$ cat config.mk
export PLATFORM = sky130hd
export DESIGN_NAME = registerFile
export DESIGN_NICKNAME = d
export VERILOG_FILES = /design/src/hdl/cpuPkg.sv /design/src/hdl/registerFile.sv
export VERILOG_INCLUDE_DIRS = /design/src /design/src/hdl
export SDC_FILE = /design/constraint.sdc
export NUM_CORES = 2
export LEC_CHECK = 0
export BUFFER_PORTS_ARGS = -buffer_cell sky130_fd_sc_hd__buf_4
export CAP_MARGIN = 20
export CORE_MARGIN = 8
export CORE_UTILIZATION = 65
export DETAILED_ROUTE_END_ITERATION = 16
export GPL_ROUTABILITY_DRIVEN = 0
export GPL_TIMING_DRIVEN = 0
export MAX_ROUTING_LAYER = met4
export PLACE_DENSITY = 0.82
export SETUP_SLACK_MARGIN = 0.02
export SLEW_MARGIN = 5
export SYNTH_ARGS = -nofsm -noshare
export SYNTH_HDL_FRONTEND = slang
export SYNTH_SLANG_ARGS = --single-unit
$ cat constraint.sdc
create_clock -name clk -period 87.2 [get_ports clk]
set_input_delay 17.44 -clock clk [delete_from_list [all_inputs] [get_ports clk]]
set_output_delay 17.44 -clock clk [all_outputs]
set_load 0.03 [all_outputs]
$ cat src/hdl/cpuParams.svh
// Width and depth macros for the multi-cycle core
`ifndef CPU_PARAMS_SVH
`define CPU_PARAMS_SVH

// Data path
`define CPU_XLEN 32
`define CPU_REG_AW 5

// Word addresses, 256 words each
`define CPU_IMEM_AW 8
`define CPU_DMEM_AW 8

// Instruction fields
`define CPU_IMM_W 14
`define CPU_JIMM_W 24
`define CPU_SHAMT_W 5

// Encoded instruction word
`define CPU_INSTR_W 32
`define CPU_OPCODE_W 5
`define CPU_TYPE_W 2

`endif

$ cat src/hdl/cpuPkg.sv
// Package with instruction enums and the decoded, result, program-write and trace structs
`default_nettype none
`include "cpuParams.svh"

package cpuPkg;

  typedef logic [`CPU_XLEN-1:0] word_t;
  typedef logic [`CPU_INSTR_W-1:0] instr_t;

  typedef enum logic [`CPU_TYPE_W-1:0] {
    TypeR = 2'd0,
    TypeJ = 2'd1,
    TypeI = 2'd2,
    TypeS = 2'd3
  } instrType_e;

  // Meaning depends on the type field
  typedef enum logic [`CPU_OPCODE_W-1:0] {
    OpAnd = 5'd0, // AND, ANDI, SLL, J
    OpAdd = 5'd1, // ADD, ADDI, SRL
    OpSub = 5'd2, // SUB, LW, SLLV
    OpCmp = 5'd3, // CMP, SW, SRLV
    OpBeq = 5'd4  // BEQ only
  } opcode_e;

  typedef struct packed {
    instrType_e instrType;
    opcode_e opcode;
    logic [`CPU_REG_AW-1:0] rs1;
    logic [`CPU_REG_AW-1:0] rs2; // Index for read port B
    logic [`CPU_REG_AW-1:0] rd;
    word_t imm;                  // Already extended
    logic [`CPU_SHAMT_W-1:0] shamt;
    logic [`CPU_JIMM_W-1:0] jumpOffset;
    logic regWrite;
    logic memRead;
    logic memWrite;
    logic branch;
    logic jump;
    logic stop;
    logic valid;
  } decodedInstr_t;

  typedef struct packed {
    word_t aluResult;
    logic [`CPU_IMEM_AW-1:0] nextPc;
    logic taken;
    logic [`CPU_DMEM_AW-1:0] dataAddr;
  } execResult_t;

  typedef struct packed {
    logic strobe;
    logic [`CPU_IMEM_AW-1:0] addr;
    instr_t instr;
  } progWrite_t;

  typedef struct packed {
    logic [`CPU_IMEM_AW-1:0] pc;
    logic regWrite;
    logic [`CPU_REG_AW-1:0] rd;
    word_t writeData;
    logic memWrite;
    logic [`CPU_DMEM_AW-1:0] memAddr;
    word_t storeData;
  } retireTrace_t;

endpackage

`default_nettype wire

$ cat src/hdl/registerFile.sv
// Register file with two combinational reads, one write and register 0 fixed at zero
`default_nettype none
`include "cpuParams.svh"

module registerFile import cpuPkg::*; (
  input  logic                   clk,
  input  logic                   reset,
  input  logic [`CPU_REG_AW-1:0] readAddrA,
  input  logic [`CPU_REG_AW-1:0] readAddrB,
  input  logic                   writeEnable,
  input  logic [`CPU_REG_AW-1:0] writeAddr,
  input  word_t                  writeData,
  output word_t                  readDataA,
  output word_t                  readDataB
);

  word_t regs [2**`CPU_REG_AW];

  always_ff @(posedge clk or posedge reset) begin
    if (reset) begin
      for (int i = 0; i < 2**`CPU_REG_AW; i++) begin
        regs[i] <= '0;
      end
    end else if (writeEnable && writeAddr != '0) begin // r0 never written
      regs[writeAddr] <= writeData;
    end
  end

  assign readDataA = regs[readAddrA];
  assign readDataB = regs[readAddrB];

  // Write index must be clean whenever the sequencer commits
  writeAddrKnown: assert property (@(posedge clk) disable iff (reset)
    writeEnable |-> !$isunknown(writeAddr))
    else $error("registerFile write index has unknown bits");

endmodule

`default_nettype wire

==> results.toml <==
[outcome]
status = "completed"

[pwr]
seqPwrFrac_pct = 44.9
ir_worst_vdd_mv = 0.0204
p_leak_nw = 29.6
intPower_w = 0.000992
pwr-share-clk_pct = 34.0
p_comb_share_pct = 21.1
p_switching_w = 0.000431
p_per_area_nw_per_um2 = 22.8
swShare_pct = 30.3

[die]
pin_count = 114
die_y_um = 309
fp.dieW_um = 309
start_util_pct = 65.6
die_area_um2 = 95700
core_um2 = 85300
rows = 107

[timing]
setup_viol = 0
fin_crit_ps = 38010
final-hold-violation-count = 0
fin_ws_ps = 49190
fmax_mhz = 26.3
tightestPinTransition_ps = 1300
skew_ps = 0
fin_crit_sh_pct = 43.6
slew_headroom_pct = 13.4
grt_setup_unrepaired = "false"
finalMaxSlewViolations = 0
setup_tns_ps = 0

[logic_synthesis]
synth_warnings = 0
synth_cells = 4602
ys_seq_elements = 1024
syn_nets = 4652
ys_types = 29
ys_seq_area_share_pct = 45.8
netlist_area_um2 = 55900
syn_area_per_cell_um2 = 12.2

[clock_tree]
clockBufferDepth = 3
clock_latency_ps = 690
cts_tree = "built"
htree_levels = 3
root_buffer = "clkbuf_16"
clkTransAtPathRegs_ps = 70
cts_resized = 0
cts-buffers-inserted = 106
ctsHoldBuffers = 0
cts_setup_buffers = 0
cts_sinks = 1024

[worst_setup_path]
worstPathRequired_ps = 69760
cp-start-kind = "input pin"
crit_path_start = "readAddrB[0]"
arrival_ps = 20570
worstSetupPathType = "input pin to output port"
rr_startpoint = "regs[285]$_DFFE_PP0P_"
worstPathMaxFanout = 10
cp-end-kind = "output port"

[place]
pre_cts_slack_ps = 49510
hpwl_um = 147000
dp.cells = 5872
portBuffers = 111

[detailed_routing]
drc = 0
firstDrtPassIters = 6
ant_nets = 0
viasPerCell = 6.93
wl_per_cell_um = 32.0
drt-initial-drc-count = 6122
vias = 42200
wl_um = 195000

[layout]
syn2layout_area_growth_pct = 11.4
reg_top3 = "regs (1024)"
top_register = "regs"
largest_reg_flops = 1024
drive_above_1_share_pct = 30.6
instances_no_fill = 6087
nets = 4889

[global_route]
gr-usage-all-layers_pct = 41.2
antenna_found_initial = 14
grt_pass1_wl_um = 281000
grt_overflow = 0
grt_pass1_vias = 42400
grt_max_degree = 125

[min_path]
hold_class = "flip-flop to flip-flop"
min_from = "regs[1004]$_DFFE_PP0P_"

[run]
drv_cap = 0
cell families (layout without fill, tap and decap cells):
family / after synthesis / in the layout / share of synthesized area [%]
buf+inv: 474 / 800 / 4.49
flops: 1024 / 1024 / 45.8
compound gates: 576 / 576 / 7.01
mux: 2016 / 2016 / 38.3
simple gates: 512 / 512 / 4.40
other cells: 0 / 15 / 0
metal layers:
layer / wire length, um / part of all wire [%] / track usage [%] / vias up
li1: - / - / - / 17400
met1: 71900 / 37 / 50.0 / 21100
met2: 82100 / 42 / 57.6 / 2842
met3: 25900 / 13 / 15.8 / 765
met4: 15000 / 7.7 / 26.1 / 0
met5: 0 / 0 / - / -
Yosys cell counts, drive strengths merged:
cell / count / area share, %
a31oi: 64 / 0.72
nor2b: 4 / 0.045
nand2: 210 / 1.4
clkbuf: 229 / 1.5
and3b: 1 / 0.016
buf: 244 / 2.9
nand3b: 4 / 0.054
a22oi: 192 / 2.6
a21oi: 192 / 1.7
mux2i: 1024 / 18
or3b: 1 / 0.020
nor3: 65 / 0.58
nor3b: 4 / 0.081
dfrtp: 1024 / 46
and3: 1 / 0.011
inv: 1 / 0.0067
nand3: 194 / 1.7
or2: 3 / 0.034
a22o: 128 / 2.0
and2: 2 / 0.022
nand2b: 4 / 0.045
mux2: 992 / 20
nor2: 19 / 0.34
area by class of cell:
cell class                      count  area (um^2)
Clock inverter                     43          518
Clock buffer                      154         3170
Inverter                            1         11.3
Sequential cell                  1024        25600
Multi-Input combinational cell   3104        27800
Fill cell                        5855        23000
Buffer                            473         2510
Antenna cell                       15         37.5
Timing Repair Buffer              129         1200
Tap cell                         1144         1430
placed cells by master, fill, tap and decap left out, types with 38 or more instances in the layout:
cell type	netlist	routed
a21oi_1	192	192
a22o_1	128	128
a22oi_1	192	192
a31oi_1	64	64
buf_2	109	109
buf_4	69	180
buf_6	45	48
clkbuf_1	229	247
clkbuf_16	0	109
dfrtp_1	1024	1024
mux2_1	38	38
mux2_2	954	954
mux2i_1	1024	1024
nand2_1	210	210
nand3_1	194	194
nor3_1	65	65
worst paths after layout:
check / endpoint / slack [ps] / cells past startpoint
worst max-delay path: readDataB[18] / 49190 / 9
worst min-delay path: regs[1004]$_DFFE_PP0P_ / 480 / 1
worst max register to register: regs[285]$_DFFE_PP0P_ / 86360 / 1
worst min register to register: regs[1004]$_DFFE_PP0P_ / 480 / 1
max in group asynchronous: regs[950]$_DFFE_PP0P_ / 68350 / 5
min in group asynchronous: regs[68]$_DFFE_PP0P_ / 16810 / 2
critical path, stage by stage:
cell	delay, ps
buf_4	110
and2_1	140
buf_2	380
buf_2	470
buf_1	950
a22oi_1	260
nand3_1	230
nand3_1	290
buf_4	280
metrics by stage:
| stage | power, W | cell area [um^2] | util (%) | hold WS, ps |
|---|---|---|---|---|
| final | 0.00142 | 62300 | 73.1 | 483 |
| after global placement | 0.000912 | 58200 | 68.3 | 461 |
| after global routing | 0.00147 | 62300 | 73.1 | 494 |
| after floorplan | 0.000836 | 55900 | - | 449 |
| after CTS | 0.00141 | 62200 | 73.0 | 483 |
| after detailed placement | 0.000930 | 58500 | 68.7 | 469 |
power groups by stage:
stage / sequential [W] / clock (W) / combinational, W
floorplan: 0.000623 / 0 / 0.000214
global placement: 0.000635 / 0 / 0.000277
detailed placement: 0.000641 / 0 / 0.000289
CTS: 0.000634 / 0.000480 / 0.000293
global route: 0.000648 / 0.000501 / 0.000317
finish: 0.000638 / 0.000484 / 0.000301
(Power assumes the default switching activity.)
