===== config.mk =====
export PLATFORM = sky130hd
export DESIGN_NAME = controlSequencer
export DESIGN_NICKNAME = d
export VERILOG_FILES = /design/src/hdl/cpuPkg.sv /design/src/hdl/controlSequencer.sv
export VERILOG_INCLUDE_DIRS = /design/src /design/src/hdl
export SDC_FILE = /design/constraint.sdc
export NUM_CORES = 1
export LEC_CHECK = 0
export BUFFER_PORTS_ARGS = -buffer_cell sky130_fd_sc_hd__buf_2
export CORE_AREA = 2 2 150 152
export DETAILED_ROUTE_END_ITERATION = 8
export DIE_AREA = 0 0 152 154
export MAX_ROUTING_LAYER = met4
export PLACE_DENSITY = 0.41
export SYNTH_ARGS = -nofsm -noshare
export SYNTH_HDL_FRONTEND = slang
export SYNTH_SLANG_ARGS = --single-unit

===== constraint.sdc =====
create_clock -name clk -period 1.26 [get_ports clk]
set_input_delay 0.189 -clock clk [delete_from_list [all_inputs] [get_ports clk]]
set_output_delay 0.189 -clock clk [all_outputs]
set_load 0.02 [all_outputs]

===== src/hdl/cpuParams.svh =====
// Width and depth macros for the multi-cycle core
`ifndef CPU_PARAMS_SVH
`define CPU_PARAMS_SVH

// Data path
`define CPU_XLEN 32
`define CPU_REG_AW 5

// Word addresses, 256 words each
`define CPU_IMEM_AW 8
`define CPU_DMEM_AW 8

// Instruction fields
`define CPU_IMM_W 14
`define CPU_JIMM_W 24
`define CPU_SHAMT_W 5

// Encoded instruction word
`define CPU_INSTR_W 32
`define CPU_OPCODE_W 5
`define CPU_TYPE_W 2

`endif


===== src/hdl/cpuPkg.sv =====
// Package with instruction enums and the decoded, result, program-write and trace structs
`default_nettype none
`include "cpuParams.svh"

package cpuPkg;

  typedef logic [`CPU_XLEN-1:0] word_t;
  typedef logic [`CPU_INSTR_W-1:0] instr_t;

  typedef enum logic [`CPU_TYPE_W-1:0] {
    TypeR = 2'd0,
    TypeJ = 2'd1,
    TypeI = 2'd2,
    TypeS = 2'd3
  } instrType_e;

  // Meaning depends on the type field
  typedef enum logic [`CPU_OPCODE_W-1:0] {
    OpAnd = 5'd0, // AND, ANDI, SLL, J
    OpAdd = 5'd1, // ADD, ADDI, SRL
    OpSub = 5'd2, // SUB, LW, SLLV
    OpCmp = 5'd3, // CMP, SW, SRLV
    OpBeq = 5'd4  // BEQ only
  } opcode_e;

  typedef struct packed {
    instrType_e instrType;
    opcode_e opcode;
    logic [`CPU_REG_AW-1:0] rs1;
    logic [`CPU_REG_AW-1:0] rs2; // Index for read port B
    logic [`CPU_REG_AW-1:0] rd;
    word_t imm;                  // Already extended
    logic [`CPU_SHAMT_W-1:0] shamt;
    logic [`CPU_JIMM_W-1:0] jumpOffset;
    logic regWrite;
    logic memRead;
    logic memWrite;
    logic branch;
    logic jump;
    logic stop;
    logic valid;
  } decodedInstr_t;

  typedef struct packed {
    word_t aluResult;
    logic [`CPU_IMEM_AW-1:0] nextPc;
    logic taken;
    logic [`CPU_DMEM_AW-1:0] dataAddr;
  } execResult_t;

  typedef struct packed {
    logic strobe;
    logic [`CPU_IMEM_AW-1:0] addr;
    instr_t instr;
  } progWrite_t;

  typedef struct packed {
    logic [`CPU_IMEM_AW-1:0] pc;
    logic regWrite;
    logic [`CPU_REG_AW-1:0] rd;
    word_t writeData;
    logic memWrite;
    logic [`CPU_DMEM_AW-1:0] memAddr;
    word_t storeData;
  } retireTrace_t;

endpackage

`default_nettype wire


===== src/hdl/controlSequencer.sv =====
// Sequencer FSM with PC, memory strobes, write-back, retire trace and halt
`default_nettype none
`include "cpuParams.svh"

module controlSequencer import cpuPkg::*; (
  input  logic                   clk,
  input  logic                   reset,
  input  logic                   run,
  input  decodedInstr_t          decoded,
  input  execResult_t            result,
  input  word_t                  storeData,
  input  word_t                  loadData,
  output logic                   fetchEnable,
  output logic [`CPU_IMEM_AW-1:0] pc,
  output logic                   dataRead,
  output logic                   dataWrite,
  output logic [`CPU_DMEM_AW-1:0] dataAddr,
  output word_t                  dataWriteValue,
  output logic                   regWriteEnable,
  output logic [`CPU_REG_AW-1:0] regWriteAddr,
  output word_t                  regWriteData,
  output logic                   retire,
  output retireTrace_t           trace,
  output logic                   halted
);

  typedef enum logic [2:0] {Idle, Fetch, Execute, LoadWait, Halted} state_e;

  state_e state, nextState;
  logic inExecute;

  assign inExecute   = state == Execute;
  assign fetchEnable = state == Fetch;
  assign halted      = state == Halted;
  assign retire      = (inExecute && !decoded.memRead) || state == LoadWait;

  // Data memory, LW read issued in Execute, data back in LoadWait
  assign dataRead       = inExecute && decoded.memRead;
  assign dataWrite      = inExecute && decoded.memWrite;
  assign dataAddr       = result.dataAddr;
  assign dataWriteValue = storeData;

  assign regWriteEnable = retire && decoded.regWrite;
  assign regWriteAddr   = decoded.rd;
  assign regWriteData   = decoded.memRead ? loadData : result.aluResult;

  always_comb begin
    nextState = state;
    case (state)
      Idle:     if (run) nextState = Fetch;
      Fetch:    nextState = Execute;
      Execute,
      LoadWait: begin
        if (retire) begin
          if (decoded.stop) nextState = Halted;
          else if (run)     nextState = Fetch;
          else              nextState = Idle;
        end else begin
          nextState = LoadWait;
        end
      end
      default:  nextState = Halted; // Only reset leaves
    endcase
  end

  always_ff @(posedge clk or posedge reset) begin
    if (reset) begin
      state <= Idle;
      pc    <= '0;
    end else begin
      state <= nextState;
      if (retire) pc <= result.nextPc;
    end
  end

  assign trace.pc        = pc;
  assign trace.regWrite  = decoded.regWrite;
  assign trace.rd        = decoded.rd;
  assign trace.writeData = regWriteData;
  assign trace.memWrite  = decoded.memWrite;
  assign trace.memAddr   = result.dataAddr;
  assign trace.storeData = storeData;

  retireSingle: assert property (@(posedge clk) disable iff (reset)
    retire |=> !retire) else $error("Back-to-back retire");

  haltSticky: assert property (@(posedge clk) disable iff (reset)
    halted |=> (halted && !fetchEnable)) else $error("Fetch or exit after halt");

endmodule

`default_nettype wire


==> run_results.csv <==
group,metric,value,unit
yosys,ys_types,18,
route,vias,1336,
worst_setup_path,crit_buf_inv,2,
power_and_ir_drop,pwr-share-clk,19.8,%
floorplan,initial_core_util,8.84,%
worst_setup_path,startpoint_type,"flip-flop",
yosys,syn_area_per_cell,9.40,µm²
floorplan,fp.dieW,152,µm
worst_setup_path,worstPathRequired,1.07,ns
finish,regArea,275,µm²
worst_hold_path,hp-class,"in2reg",
clock_tree,clock-sinks,11,
finish,multiInputGateArea,639,µm²
power_and_ir_drop,seqPwrFrac,21.4,%
finish,insertedDiodeCount,0,
status,violations,"negative setup slack",
timing,rsz0062_at_grt,"true",
timing,hold_viol_final,0,
grt,grt_max_degree,13,
floorplan,die_h,154,µm
power_and_ir_drop,p_comb_share,58.8,%
grt,grt_usage,3.84,%
timing,worst_slack,-0.132,ns
worst_setup_path,critical_path_peak_fanout,3,
route,vias_per_cell,2.52,
timing,slew_headroom,68.4,%
yosys,synthCells,204,
worst_setup_path,path_class,"reg2out",
run,max_cap_viol_count,0,
finish,fill_cells,2488,
yosys,syn_area,0.00192,mm²
timing,setup-tns-final,-0.529,ns
grt,grt_pass1_vias,1325,
power_and_ir_drop,switching_share,42.0,%
clock_tree,root_buffer,"clkbuf_16",
worst_setup_path,cp_data_arrival_time,1.20,ns
yosys,synth_seq_cells,11,
timing,drv_slew,0,
place,portBuffers,166,
place,dp_hpwl,4190,µm
worst_setup_path,crit_family,"flip-flops",
floorplan,core_area,0.0217,mm²
worst_setup_path,critPathSlowestCell,"dfrtp_1",
grt,gr-total-overflow,0,
grt,grt_pass1_wl,7070,µm
clock_tree,cts_tree,"done",
clock_tree,clk_path_buf_depth,2,
finish,area_delta_synth_final,24.5,%
worst_setup_path,critPathCaptureType,"primary output",
route,wl,4940,µm
floorplan,rows,54,
timing,fin_crit,1.39,ns
power_and_ir_drop,cellPowerDensity,1240,mW/mm²
route,remaining_drc_errors,0,
timing,setup_viol,6,
grt,antenna_found_initial,0,
timing,tightestPinTransition,0.474,ns
timing,finClkSkew,0.00416,ns
route,dr.pass1.iters,3,
finish,drive_gt1_share,92.4,%
power_and_ir_drop,p_total,2.97,mW
worst_setup_path,cpPeakStageDelay,0.37,ns
route,ant_nets,0,
clock_tree,insertion_delay,0.24,ns
timing,period_share,110,%
route,drtIter0Drc,27,
clock_tree,clk_pin_slew,0.05,ns
power_and_ir_drop,leakage,1.18,nW
status,status,"finished, violations left",
route,post_drt_wl_per_cell,9.30,µm
yosys,syn_nets,410,
clock_tree,cts_buffers,3,
timing,fmax,718,MHz
place,finalWeightedCongestion,0.664,
yosys,synth_seq_area_share,14.4,%
power_and_ir_drop,vdd_drop_max,630,µV
finish,final_nets,458,
power_and_ir_drop,switchingPower,1.24,mW
clock_tree,htreeDepth,1,
worst_setup_path,path_cells,"nand2b_4 > buf_6 > nor3b_2 > buf_4",
power_and_ir_drop,intPower,1.72,mW
floorplan,ios,384,
yosys,ys.warnings.count,0,
floorplan,dieArea,0.0234,mm²
-- stage by stage --
stage | worst slack (ns) | cells | hold slack (ns) | util [%] | area [µm²]
finish | -0.132 | 531 | 0.176 | 11.0 | 2390
global route | -0.202 | 531 | 0.175 | 11.0 | 2390
CTS | -0.155 | 529 | 0.172 | 10.8 | 2350
detailed placement | -0.0795 | 520 | 0.233 | 9.95 | 2160
global placement | -0.0928 | 520 | 0.237 | 9.95 | 2160
floorplan | -0.00505 | 204 | 0.0414 | - | 1920
-- cell usage after synthesis --
cell type	instances	area [µm²]
clkbuf_2	1	5.00
and2_1	1	6.26
nor2b_4	1	13.8
buf_4	133	998
mux2i_1	2	20.0
mux2_2	32	360
nor2_8	1	20.0
a31o_2	1	8.76
nand2b_1	2	12.5
nand2b_4	1	13.8
o32ai_1	1	8.76
dfrtp_1	11	275
buf_6	1	11.3
nor2_1	2	7.51
mux2_4	8	120
inv_1	1	3.75
nor3b_1	3	22.5
buf_2	2	10.0
-- cell families after synthesis --
logic type	after synthesis	share of synthesized area, %
buffers and inverters	138	53.6
AO/OA/AOI/OAI	2	0.913
multiplexers	42	26.1
AND/OR/NAND/NOR	11	5.02
flip-flops	11	14.4
-- area by class of cell --
cell class	count	share of cell area (%)
clock inverters	1	0.210
inverters	1	0.157
flip-flops and latches	11	11.5
well taps	280	14.7
repair buffers	180	43.5
multi-input cells	55	26.8
clock buffers	3	3.14
-- sequential cells by signal, indices dropped and copies added (netlist names) --
signal / count
state: 3
pc: 8
-- per-layer routing --
layer  part of all wire [%]  vias to the layer above  GRT usage, %
li1                       -                      625             -
met1                     37                      599          4.15
met2                     50                       89          6.54
met3                     10                       23          1.13
met4                    2.3                        0          1.69
met5                      0                        -             -
-- placed cells by master, fill, tap and decap left out, types with 2 or more instances in the layout --
master	netlist	layout
nor2_1	2	2
buf_12	0	2
buf_4	133	8
nand2b_4	1	2
buf_6	1	8
mux2_4	8	8
mux2_2	32	32
clkbuf_16	0	3
mux2i_1	2	2
dfrtp_1	11	11
nor3b_2	0	3
buf_2	2	159
-- repair_timing --
| action | in CTS | in global routing |
|---|---|---|
| hold buffers | 1 | 0 |
| gates cloned | 1 | 0 |
| gates resized for setup | 16 | 6 |
| setup buffers | 3 | 2 |
| setup endpoints to repair | 70 | 16 |
| pin swaps | 4 | 1 |
| hold endpoints to repair | 11 | 0 |
-- power by group through the flow --
stage / clock (mW) / combinational (mW) / sequential [mW]
floorplan: 0 / 1.57 / 0.798
global placement: 0 / 1.68 / 0.642
detailed placement: 0 / 1.69 / 0.636
CTS: 0.611 / 1.75 / 0.641
global route: 0.625 / 1.85 / 0.661
finish: 0.588 / 1.74 / 0.635
-- path summary, 6_finish.rpt --
| path | from | to | slack (ns) | cells after the start |
|---|---|---|---|---|
| min | result[10] | pc[1] | 0.18 | 2 |
| max reg2reg | state[2] | pc[5] | 0.01 | 4 |
| max in group asynchronous | reset | state[0] | 0.41 | 3 |
| min in group asynchronous | reset | pc[5] | 0.52 | 3 |
| min reg2reg | pc[5] | pc[5] | 0.53 | 1 |
| max | state[2] | dataWrite | -0.13 | 4 |
Note: power is estimated with default switching activity, not from simulation.
