==> config.mk <==
export PLATFORM = sky130hd
export DESIGN_NAME = instructionDecode
export DESIGN_NICKNAME = d
export VERILOG_FILES = /design/src/hdl/cpuPkg.sv /design/src/hdl/instructionDecode.sv
export VERILOG_INCLUDE_DIRS = /design/src /design/src/hdl
export SDC_FILE = /design/constraint.sdc
export NUM_CORES = 1
export LEC_CHECK = 0
export ABC_AREA = 1
export BUFFER_PORTS_ARGS = -buffer_cell sky130_fd_sc_hd__buf_4
export CAP_MARGIN = 25
export CORE_MARGIN = 2
export CORE_UTILIZATION = 31
export DETAILED_ROUTE_END_ITERATION = 10
export PLACE_DENSITY_LB_ADDON = 0.12
export SLEW_MARGIN = 15
export SYNTH_ARGS = -nofsm -noshare
export SYNTH_HDL_FRONTEND = slang
export SYNTH_SLANG_ARGS = --single-unit
==> constraint.sdc <==
create_clock -name vclk -period 1.6
set_input_delay 0.24 -clock vclk [all_inputs]
set_output_delay 0.24 -clock vclk [all_outputs]
set_load 0.03 [all_outputs]
==> src/hdl/cpuParams.svh <==
// Width and depth macros for the multi-cycle core
`ifndef CPU_PARAMS_SVH
`define CPU_PARAMS_SVH

// Data path
`define CPU_XLEN 32
`define CPU_REG_AW 5

// Word addresses, 256 words each
`define CPU_IMEM_AW 8
`define CPU_DMEM_AW 8

// Instruction fields
`define CPU_IMM_W 14
`define CPU_JIMM_W 24
`define CPU_SHAMT_W 5

// Encoded instruction word
`define CPU_INSTR_W 32
`define CPU_OPCODE_W 5
`define CPU_TYPE_W 2

`endif

==> src/hdl/cpuPkg.sv <==
// Package with instruction enums and the decoded, result, program-write and trace structs
`default_nettype none
`include "cpuParams.svh"

package cpuPkg;

  typedef logic [`CPU_XLEN-1:0] word_t;
  typedef logic [`CPU_INSTR_W-1:0] instr_t;

  typedef enum logic [`CPU_TYPE_W-1:0] {
    TypeR = 2'd0,
    TypeJ = 2'd1,
    TypeI = 2'd2,
    TypeS = 2'd3
  } instrType_e;

  // Meaning depends on the type field
  typedef enum logic [`CPU_OPCODE_W-1:0] {
    OpAnd = 5'd0, // AND, ANDI, SLL, J
    OpAdd = 5'd1, // ADD, ADDI, SRL
    OpSub = 5'd2, // SUB, LW, SLLV
    OpCmp = 5'd3, // CMP, SW, SRLV
    OpBeq = 5'd4  // BEQ only
  } opcode_e;

  typedef struct packed {
    instrType_e instrType;
    opcode_e opcode;
    logic [`CPU_REG_AW-1:0] rs1;
    logic [`CPU_REG_AW-1:0] rs2; // Index for read port B
    logic [`CPU_REG_AW-1:0] rd;
    word_t imm;                  // Already extended
    logic [`CPU_SHAMT_W-1:0] shamt;
    logic [`CPU_JIMM_W-1:0] jumpOffset;
    logic regWrite;
    logic memRead;
    logic memWrite;
    logic branch;
    logic jump;
    logic stop;
    logic valid;
  } decodedInstr_t;

  typedef struct packed {
    word_t aluResult;
    logic [`CPU_IMEM_AW-1:0] nextPc;
    logic taken;
    logic [`CPU_DMEM_AW-1:0] dataAddr;
  } execResult_t;

  typedef struct packed {
    logic strobe;
    logic [`CPU_IMEM_AW-1:0] addr;
    instr_t instr;
  } progWrite_t;

  typedef struct packed {
    logic [`CPU_IMEM_AW-1:0] pc;
    logic regWrite;
    logic [`CPU_REG_AW-1:0] rd;
    word_t writeData;
    logic memWrite;
    logic [`CPU_DMEM_AW-1:0] memAddr;
    word_t storeData;
  } retireTrace_t;

endpackage

`default_nettype wire

==> src/hdl/instructionDecode.sv <==
// Instruction decoder with field extraction, immediate extension and control flags
`default_nettype none
`include "cpuParams.svh"

module instructionDecode import cpuPkg::*; (
  input  instr_t        instruction,
  output decodedInstr_t decoded
);

  logic [`CPU_IMM_W-1:0] immRaw;

  assign immRaw = instruction[28:15];

  always_comb begin
    decoded = '0;
    decoded.instrType  = instrType_e'(instruction[30:29]);
    decoded.opcode     = opcode_e'(instruction[4:0]);
    decoded.rs1        = instruction[9:5];
    decoded.rd         = instruction[14:10];
    decoded.rs2        = instruction[19:15];
    decoded.shamt      = instruction[24:20];
    decoded.jumpOffset = instruction[28:5];
    decoded.stop       = instruction[31]; // Kept even for undefined opcodes
    decoded.imm        = {{(`CPU_XLEN-`CPU_IMM_W){immRaw[`CPU_IMM_W-1]}}, immRaw};

    case (decoded.instrType)
      TypeR: begin
        decoded.valid    = decoded.opcode <= OpCmp;
        decoded.regWrite = decoded.valid;
      end
      TypeJ: begin
        decoded.valid = decoded.opcode == OpAnd;
        decoded.jump  = decoded.valid;
      end
      TypeI: begin
        // Port B carries rd for SW data and the BEQ compare
        decoded.rs2      = decoded.rd;
        decoded.valid    = decoded.opcode <= OpBeq;
        decoded.regWrite = decoded.opcode <= OpSub; // ANDI, ADDI, LW
        decoded.memRead  = decoded.opcode == OpSub;
        decoded.memWrite = decoded.opcode == OpCmp;
        decoded.branch   = decoded.opcode == OpBeq;
        if (decoded.opcode == OpAnd) begin
          decoded.imm = {{(`CPU_XLEN-`CPU_IMM_W){1'b0}}, immRaw}; // ANDI zero-extends
        end
      end
      default: begin // S-type shifts
        decoded.valid    = decoded.opcode <= OpCmp;
        decoded.regWrite = decoded.valid;
      end
    endcase
  end

endmodule

`default_nettype wire

==> impl_metrics.yaml, run 1 <==
status:
  outcome: "completed"
timing:
  maxSlewHeadroom_pct: 80.68
  fmax_mhz: 662.4
  period_share_pct: 94.35
  finalCriticalPeriod_ns: 1.510
  worst_pin_slew_ns: 0.2897
  report.final.slew_viol_count: 0
  finalSetupViolations: 0
  rsz0062_at_grt: "no"
  hold_viol_final: 0
  setup_tns_ns: 0
worst_setup_path:
  crit_chain: "buf_4, inv_1, ha_1, nand3b_2, o21a_2, buf_4"
  crit_path_max_fanout: 18
  cpPeakStageDelay_ns: 0.32
  cp_data_required_time_ns: 1.36
  worstSetupEndpoint: "decoded[62]"
  critPathBufInv: 3
  critPathLaunch: "instruction[29]"
  worstSetupPathType: "in -> out"
  startpoint_type: "input port"
  path_delay_family: "buffers and inverters"
  slowest_stage: "o21a_2"
  critPathMostFrequentCell: "buf_4"
  path_depth: 6
  cp-end-kind: "output pin"
  arrival_ns: 1.27
synth:
  synth_nets: 157
  syn_inst: 123
  ys_warn_count: 0
  synth_seq_area_share_pct: 0
  syn_area_sq_um: 822.0
  syn_area_per_cell_sq_um: 6.683
  ys_types: 17
global_route:
  antenna_found_initial: 0
  grt_pass1_vias: 460
  met2_usage_pct: 13.44
  grt_max_degree: 19
  gr-usage-met1_pct: 9.664
  overflow: 0
  grtUsageTotal_pct: 8.012
  grtUsageMet3_pct: 3.044
  grt_pass1_wl_mm: 2.180
  grt_most_used_layer: "met2"
place:
  portBuffers: 76
  place.gp.congestion: 0.7438
  hpwlAfterDp_mm: 1.276
  placed_area_sq_um: 842.1
  dpl.cell_count: 151
finish:
  drive_gt1_share_pct: 70.25
  area_growth_pct: 2.435
  final_common_cell: "buf_4"
  clock_buffers: 0
  antenna_cells: 0
  final_cell_mix: "77 x buf_4, 19 x nand2_1, 8 x inv_1"
  stdcell_count: 151
  seqCellArea_sq_um: 0
  fin_nets: 157
  nFlopsAndLatches: 0
  fillers: 279
  design_area_sq_um: 842.1
routing:
  vias: 582
  drt-initial-drc-count: 15
  drt.antenna.violating_nets: 0
  first_pass_iters: 4
  routed_wl_mm: 1.452
  drt-wirelength-per-cell_microns: 9.616
  viasPerCell: 3.854
  drcViolationCount: 0
power:
  ir_drop_mv: 0.1956
  finalPower_w: 0.0003676
  power.density_mw_per_mm2: 436.5
  p_leak_nw: 0.5314
floorplan:
  die_x_microns: 55.50
  fp-row-count: 18
  core_sq_mm: 0.002500
  io_pins: 122
  start_util_pct: 32.88
  die_area_sq_mm: 0.003080
  die_y_microns: 55.50
cts:
  holdBufCountCts: 0
  post_cts_resized: 0
  cts_setup_buffers: 0
run:
  maxCapViolations: 0
min_path:
  hp-class: "in -> out"
[through the flow]
stage	util, %	setup WS (ns)	hold slack, ns
final	33.68	0.09041	0.4800
after floorplan	-	0.07795	0.5483
after global routing	33.68	0.006265	0.4801
after detailed placement	33.68	0.08558	0.4803
after CTS	33.68	0.08227	0.4803
after global placement	33.68	0.1108	0.4803
[power breakdown]
part | switching (W) | internal [W]
Sequential | 0 | 0
Combinational | 0.000231 | 0.000137
Clock | 0 | 0
Total | 0.000231 | 0.000137
[cell usage after synthesis (all sizes together)]
cell    count  area [sq um]
inv         9         33.78
nand3b      1         11.26
nand2      20         77.58
o21ai       1         5.000
nand3       2         15.01
ha          2         25.02
nor3b       1         12.51
o21a        1         7.510
nor2        6         32.53
buf        79         596.8
nor3        1         5.000
[kinds of logic after synthesis]
logic type,count (synthesis),synth area share [%]
compound gates,2,1.522
fa+ha+maj,2,3.044
buf+inv,88,76.71
simple gates,31,18.72
[worst min path at each step]
stage,startpoint,to,cells past startpoint,slack [ns]
global route,instruction[31],decoded[1],0,0.48
finish,instruction[27],decoded[29],0,0.48
CTS,instruction[9],decoded[11],0,0.48
floorplan,instruction[0],decoded[5],1,0.55
detailed placement,instruction[9],decoded[11],0,0.48
global placement,instruction[9],decoded[11],0,0.48
[routing by layer]
layer	share of wire [%]	vias to the layer above
li1	-	288
met1	34	235
met2	48	55
met3	18	4
met4	0.55	0
met5	0	-
[final cells by class]
class	count	area, sq um	area share (%)
multi-input cells	35	192.7	22.88
repair buffers	77	578.1	68.65
well taps	30	37.54	4.458
inverters	9	33.78	4.012
No activity file was read; power rests on OpenSTA's default activity.
==> run 2: changes to the inputs <==
--- a/config.mk
+++ b/config.mk
@@ -13,6 +13,7 @@
 export CORE_UTILIZATION = 31
 export DETAILED_ROUTE_END_ITERATION = 10
 export PLACE_DENSITY_LB_ADDON = 0.12
+export SETUP_SLACK_MARGIN = 0.5
 export SLEW_MARGIN = 15
 export SYNTH_ARGS = -nofsm -noshare
 export SYNTH_HDL_FRONTEND = slang
==> impl_metrics.yaml, run 2 (synthesis gave the netlist of run 1 again) <==
status:
  outcome: "completed"
global_route:
  grt_pass1_vias: 593
  overflow: 0
  grt_max_degree: 7
  antenna_found_initial: 0
  grt_pass1_wl_mm: 2.691
  grtUsageTotal_pct: 9.894
worst_setup_path:
  crit_chain: "buf_12, clkinv_8, ha_4, nand3b_4, o21a_4, buf_6"
  cp-end-kind: "output pin"
  startpoint_type: "input port"
  path_delay_family: "buffers and inverters"
  slowest_stage: "o21a_4"
  worstSetupPathType: "in -> out"
  critPathBufInv: 3
  arrival_ns: 1.10
  cp_data_required_time_ns: 1.36
  cpPeakStageDelay_ns: 0.27
  crit_path_max_fanout: 6
finish:
  fillers: 265
  drive_gt1_share_pct: 87.30
  nFlopsAndLatches: 0
  clock_buffers: 0
  fin_nets: 162
  multi_input_comb_area_sq_um: 307.8
  area_growth_pct: 36.53
  post-route-util_pct: 44.89
  final_common_cell: "buf_4"
  design_area_sq_mm: 0.001122
  final_cell_mix: "52 x buf_4, 24 x buf_6, 12 x nand2_2"
  antenna_cells: 0
  seqCellArea_sq_um: 0
timing:
  finalSetupViolations: 0
  rsz0062_at_grt: "yes"
  report.final.slew_viol_count: 0
  setup_slack_ns: 0.2569
  finalCriticalPeriod_ns: 1.343
  period_share_pct: 83.94
  fmax_mhz: 744.5
  worst_pin_slew_ns: 0.2439
  hold_ws_ns: 0.4800
  maxSlewHeadroom_pct: 83.63
  setup_tns_ns: 0
  hold_viol_final: 0
floorplan:
  die_y_microns: 55.50
  start_util_pct: 32.88
  core_sq_mm: 0.002500
  die_x_microns: 55.50
  die_area_sq_mm: 0.003080
  fp-row-count: 18
  io_pins: 122
min_path:
  hp-class: "in -> out"
routing:
  drt-initial-drc-count: 2
  vias: 635
  routed_wl_mm: 1.721
  drt.antenna.violating_nets: 0
  viasPerCell: 4.071
  drt-wirelength-per-cell_microns: 11.03
  drcViolationCount: 0
  first_pass_iters: 2
power:
  ir_drop_mv: 0.2031
  p_clk_share_pct: 0
  p_leak_nw: 0.6080
  p_sw_w: 0.0002580
  seqPwrFrac_pct: 0
  intPower_w: 0.0001881
  switching_share_pct: 57.84
  combPwrFrac_pct: 100.0
  power.density_mw_per_mm2: 397.5
place:
  placed_area_sq_um: 887.1
  place.gp.congestion: 0.7242
  portBuffers: 76
  hpwlAfterDp_mm: 1.310
  pre_cts_slack_ns: 0.1564
cts:
  holdBufCountCts: 0
run:
  maxCapViolations: 0
run 2: changes by cell type in the layout (fill, tap and decap cells not counted), moves of 2 or more:
cell      before  now
inv_1          8    2
inv_2          1    4
ha_4           0    2
nand2_1       19    8
clkinv_8       0    2
buf_12         0    2
nand2_2        1   12
o21a_4         0    4
ha_1           2    0
buf_6          0   24
buf_4         77   52
run 2: metal layers:
layer | share of wire, % | track usage (%) | vias up
met3 | 15 | 3.513 | 4
met5 | 0 | 0 | -
li1 | - | - | 303
met1 | 32 | 10.08 | 266
met2 | 52 | 19.73 | 62
met4 | 0.93 | 0.6969 | 0
run 2: cell type report:
type / count / share of cell area [%]
multi-input combinational: 38 / 27.42
inverter: 9 / 5.463
timing repair buffer: 79 / 63.77
tap: 30 / 3.344
run 2: per-stage QoR:
stage          cells  total power (W)
4_1_cts          155        0.0004332
3_3_place_gp     150        0.0003838
5_1_grt          156        0.0004675
3_5_place_dp     150        0.0003842
6_report         156        0.0004461
2_1_floorplan    123        0.0004665
run 2: power groups by stage:
stage	clock network (W)	registers [W]	logic [W]
after floorplan	0	0	0.000467
after global placement	0	0	0.000384
after detailed placement	0	0	0.000384
after CTS	0	0	0.000433
after global routing	0	0	0.000467
final	0	0	0.000446
run 2: path summary, 6_finish.rpt:
kind | startpoint | to | slack, ns | cells past startpoint
worst max-delay path | instruction[29] | decoded[54] | 0.26 | 6
worst min-delay path | instruction[25] | decoded[46] | 0.48 | 0
run 2: timing repair:
| action | in CTS | in global routing |
|---|---|---|
| endpoints found under the setup margin | 29 | 29 |
| pin swaps | 4 | 8 |
| resized for setup | 35 | 16 |
| hold endpoints to repair | 0 | 0 |
| buffers inserted | 2 | 1 |
| gates cloned | 3 | 0 |
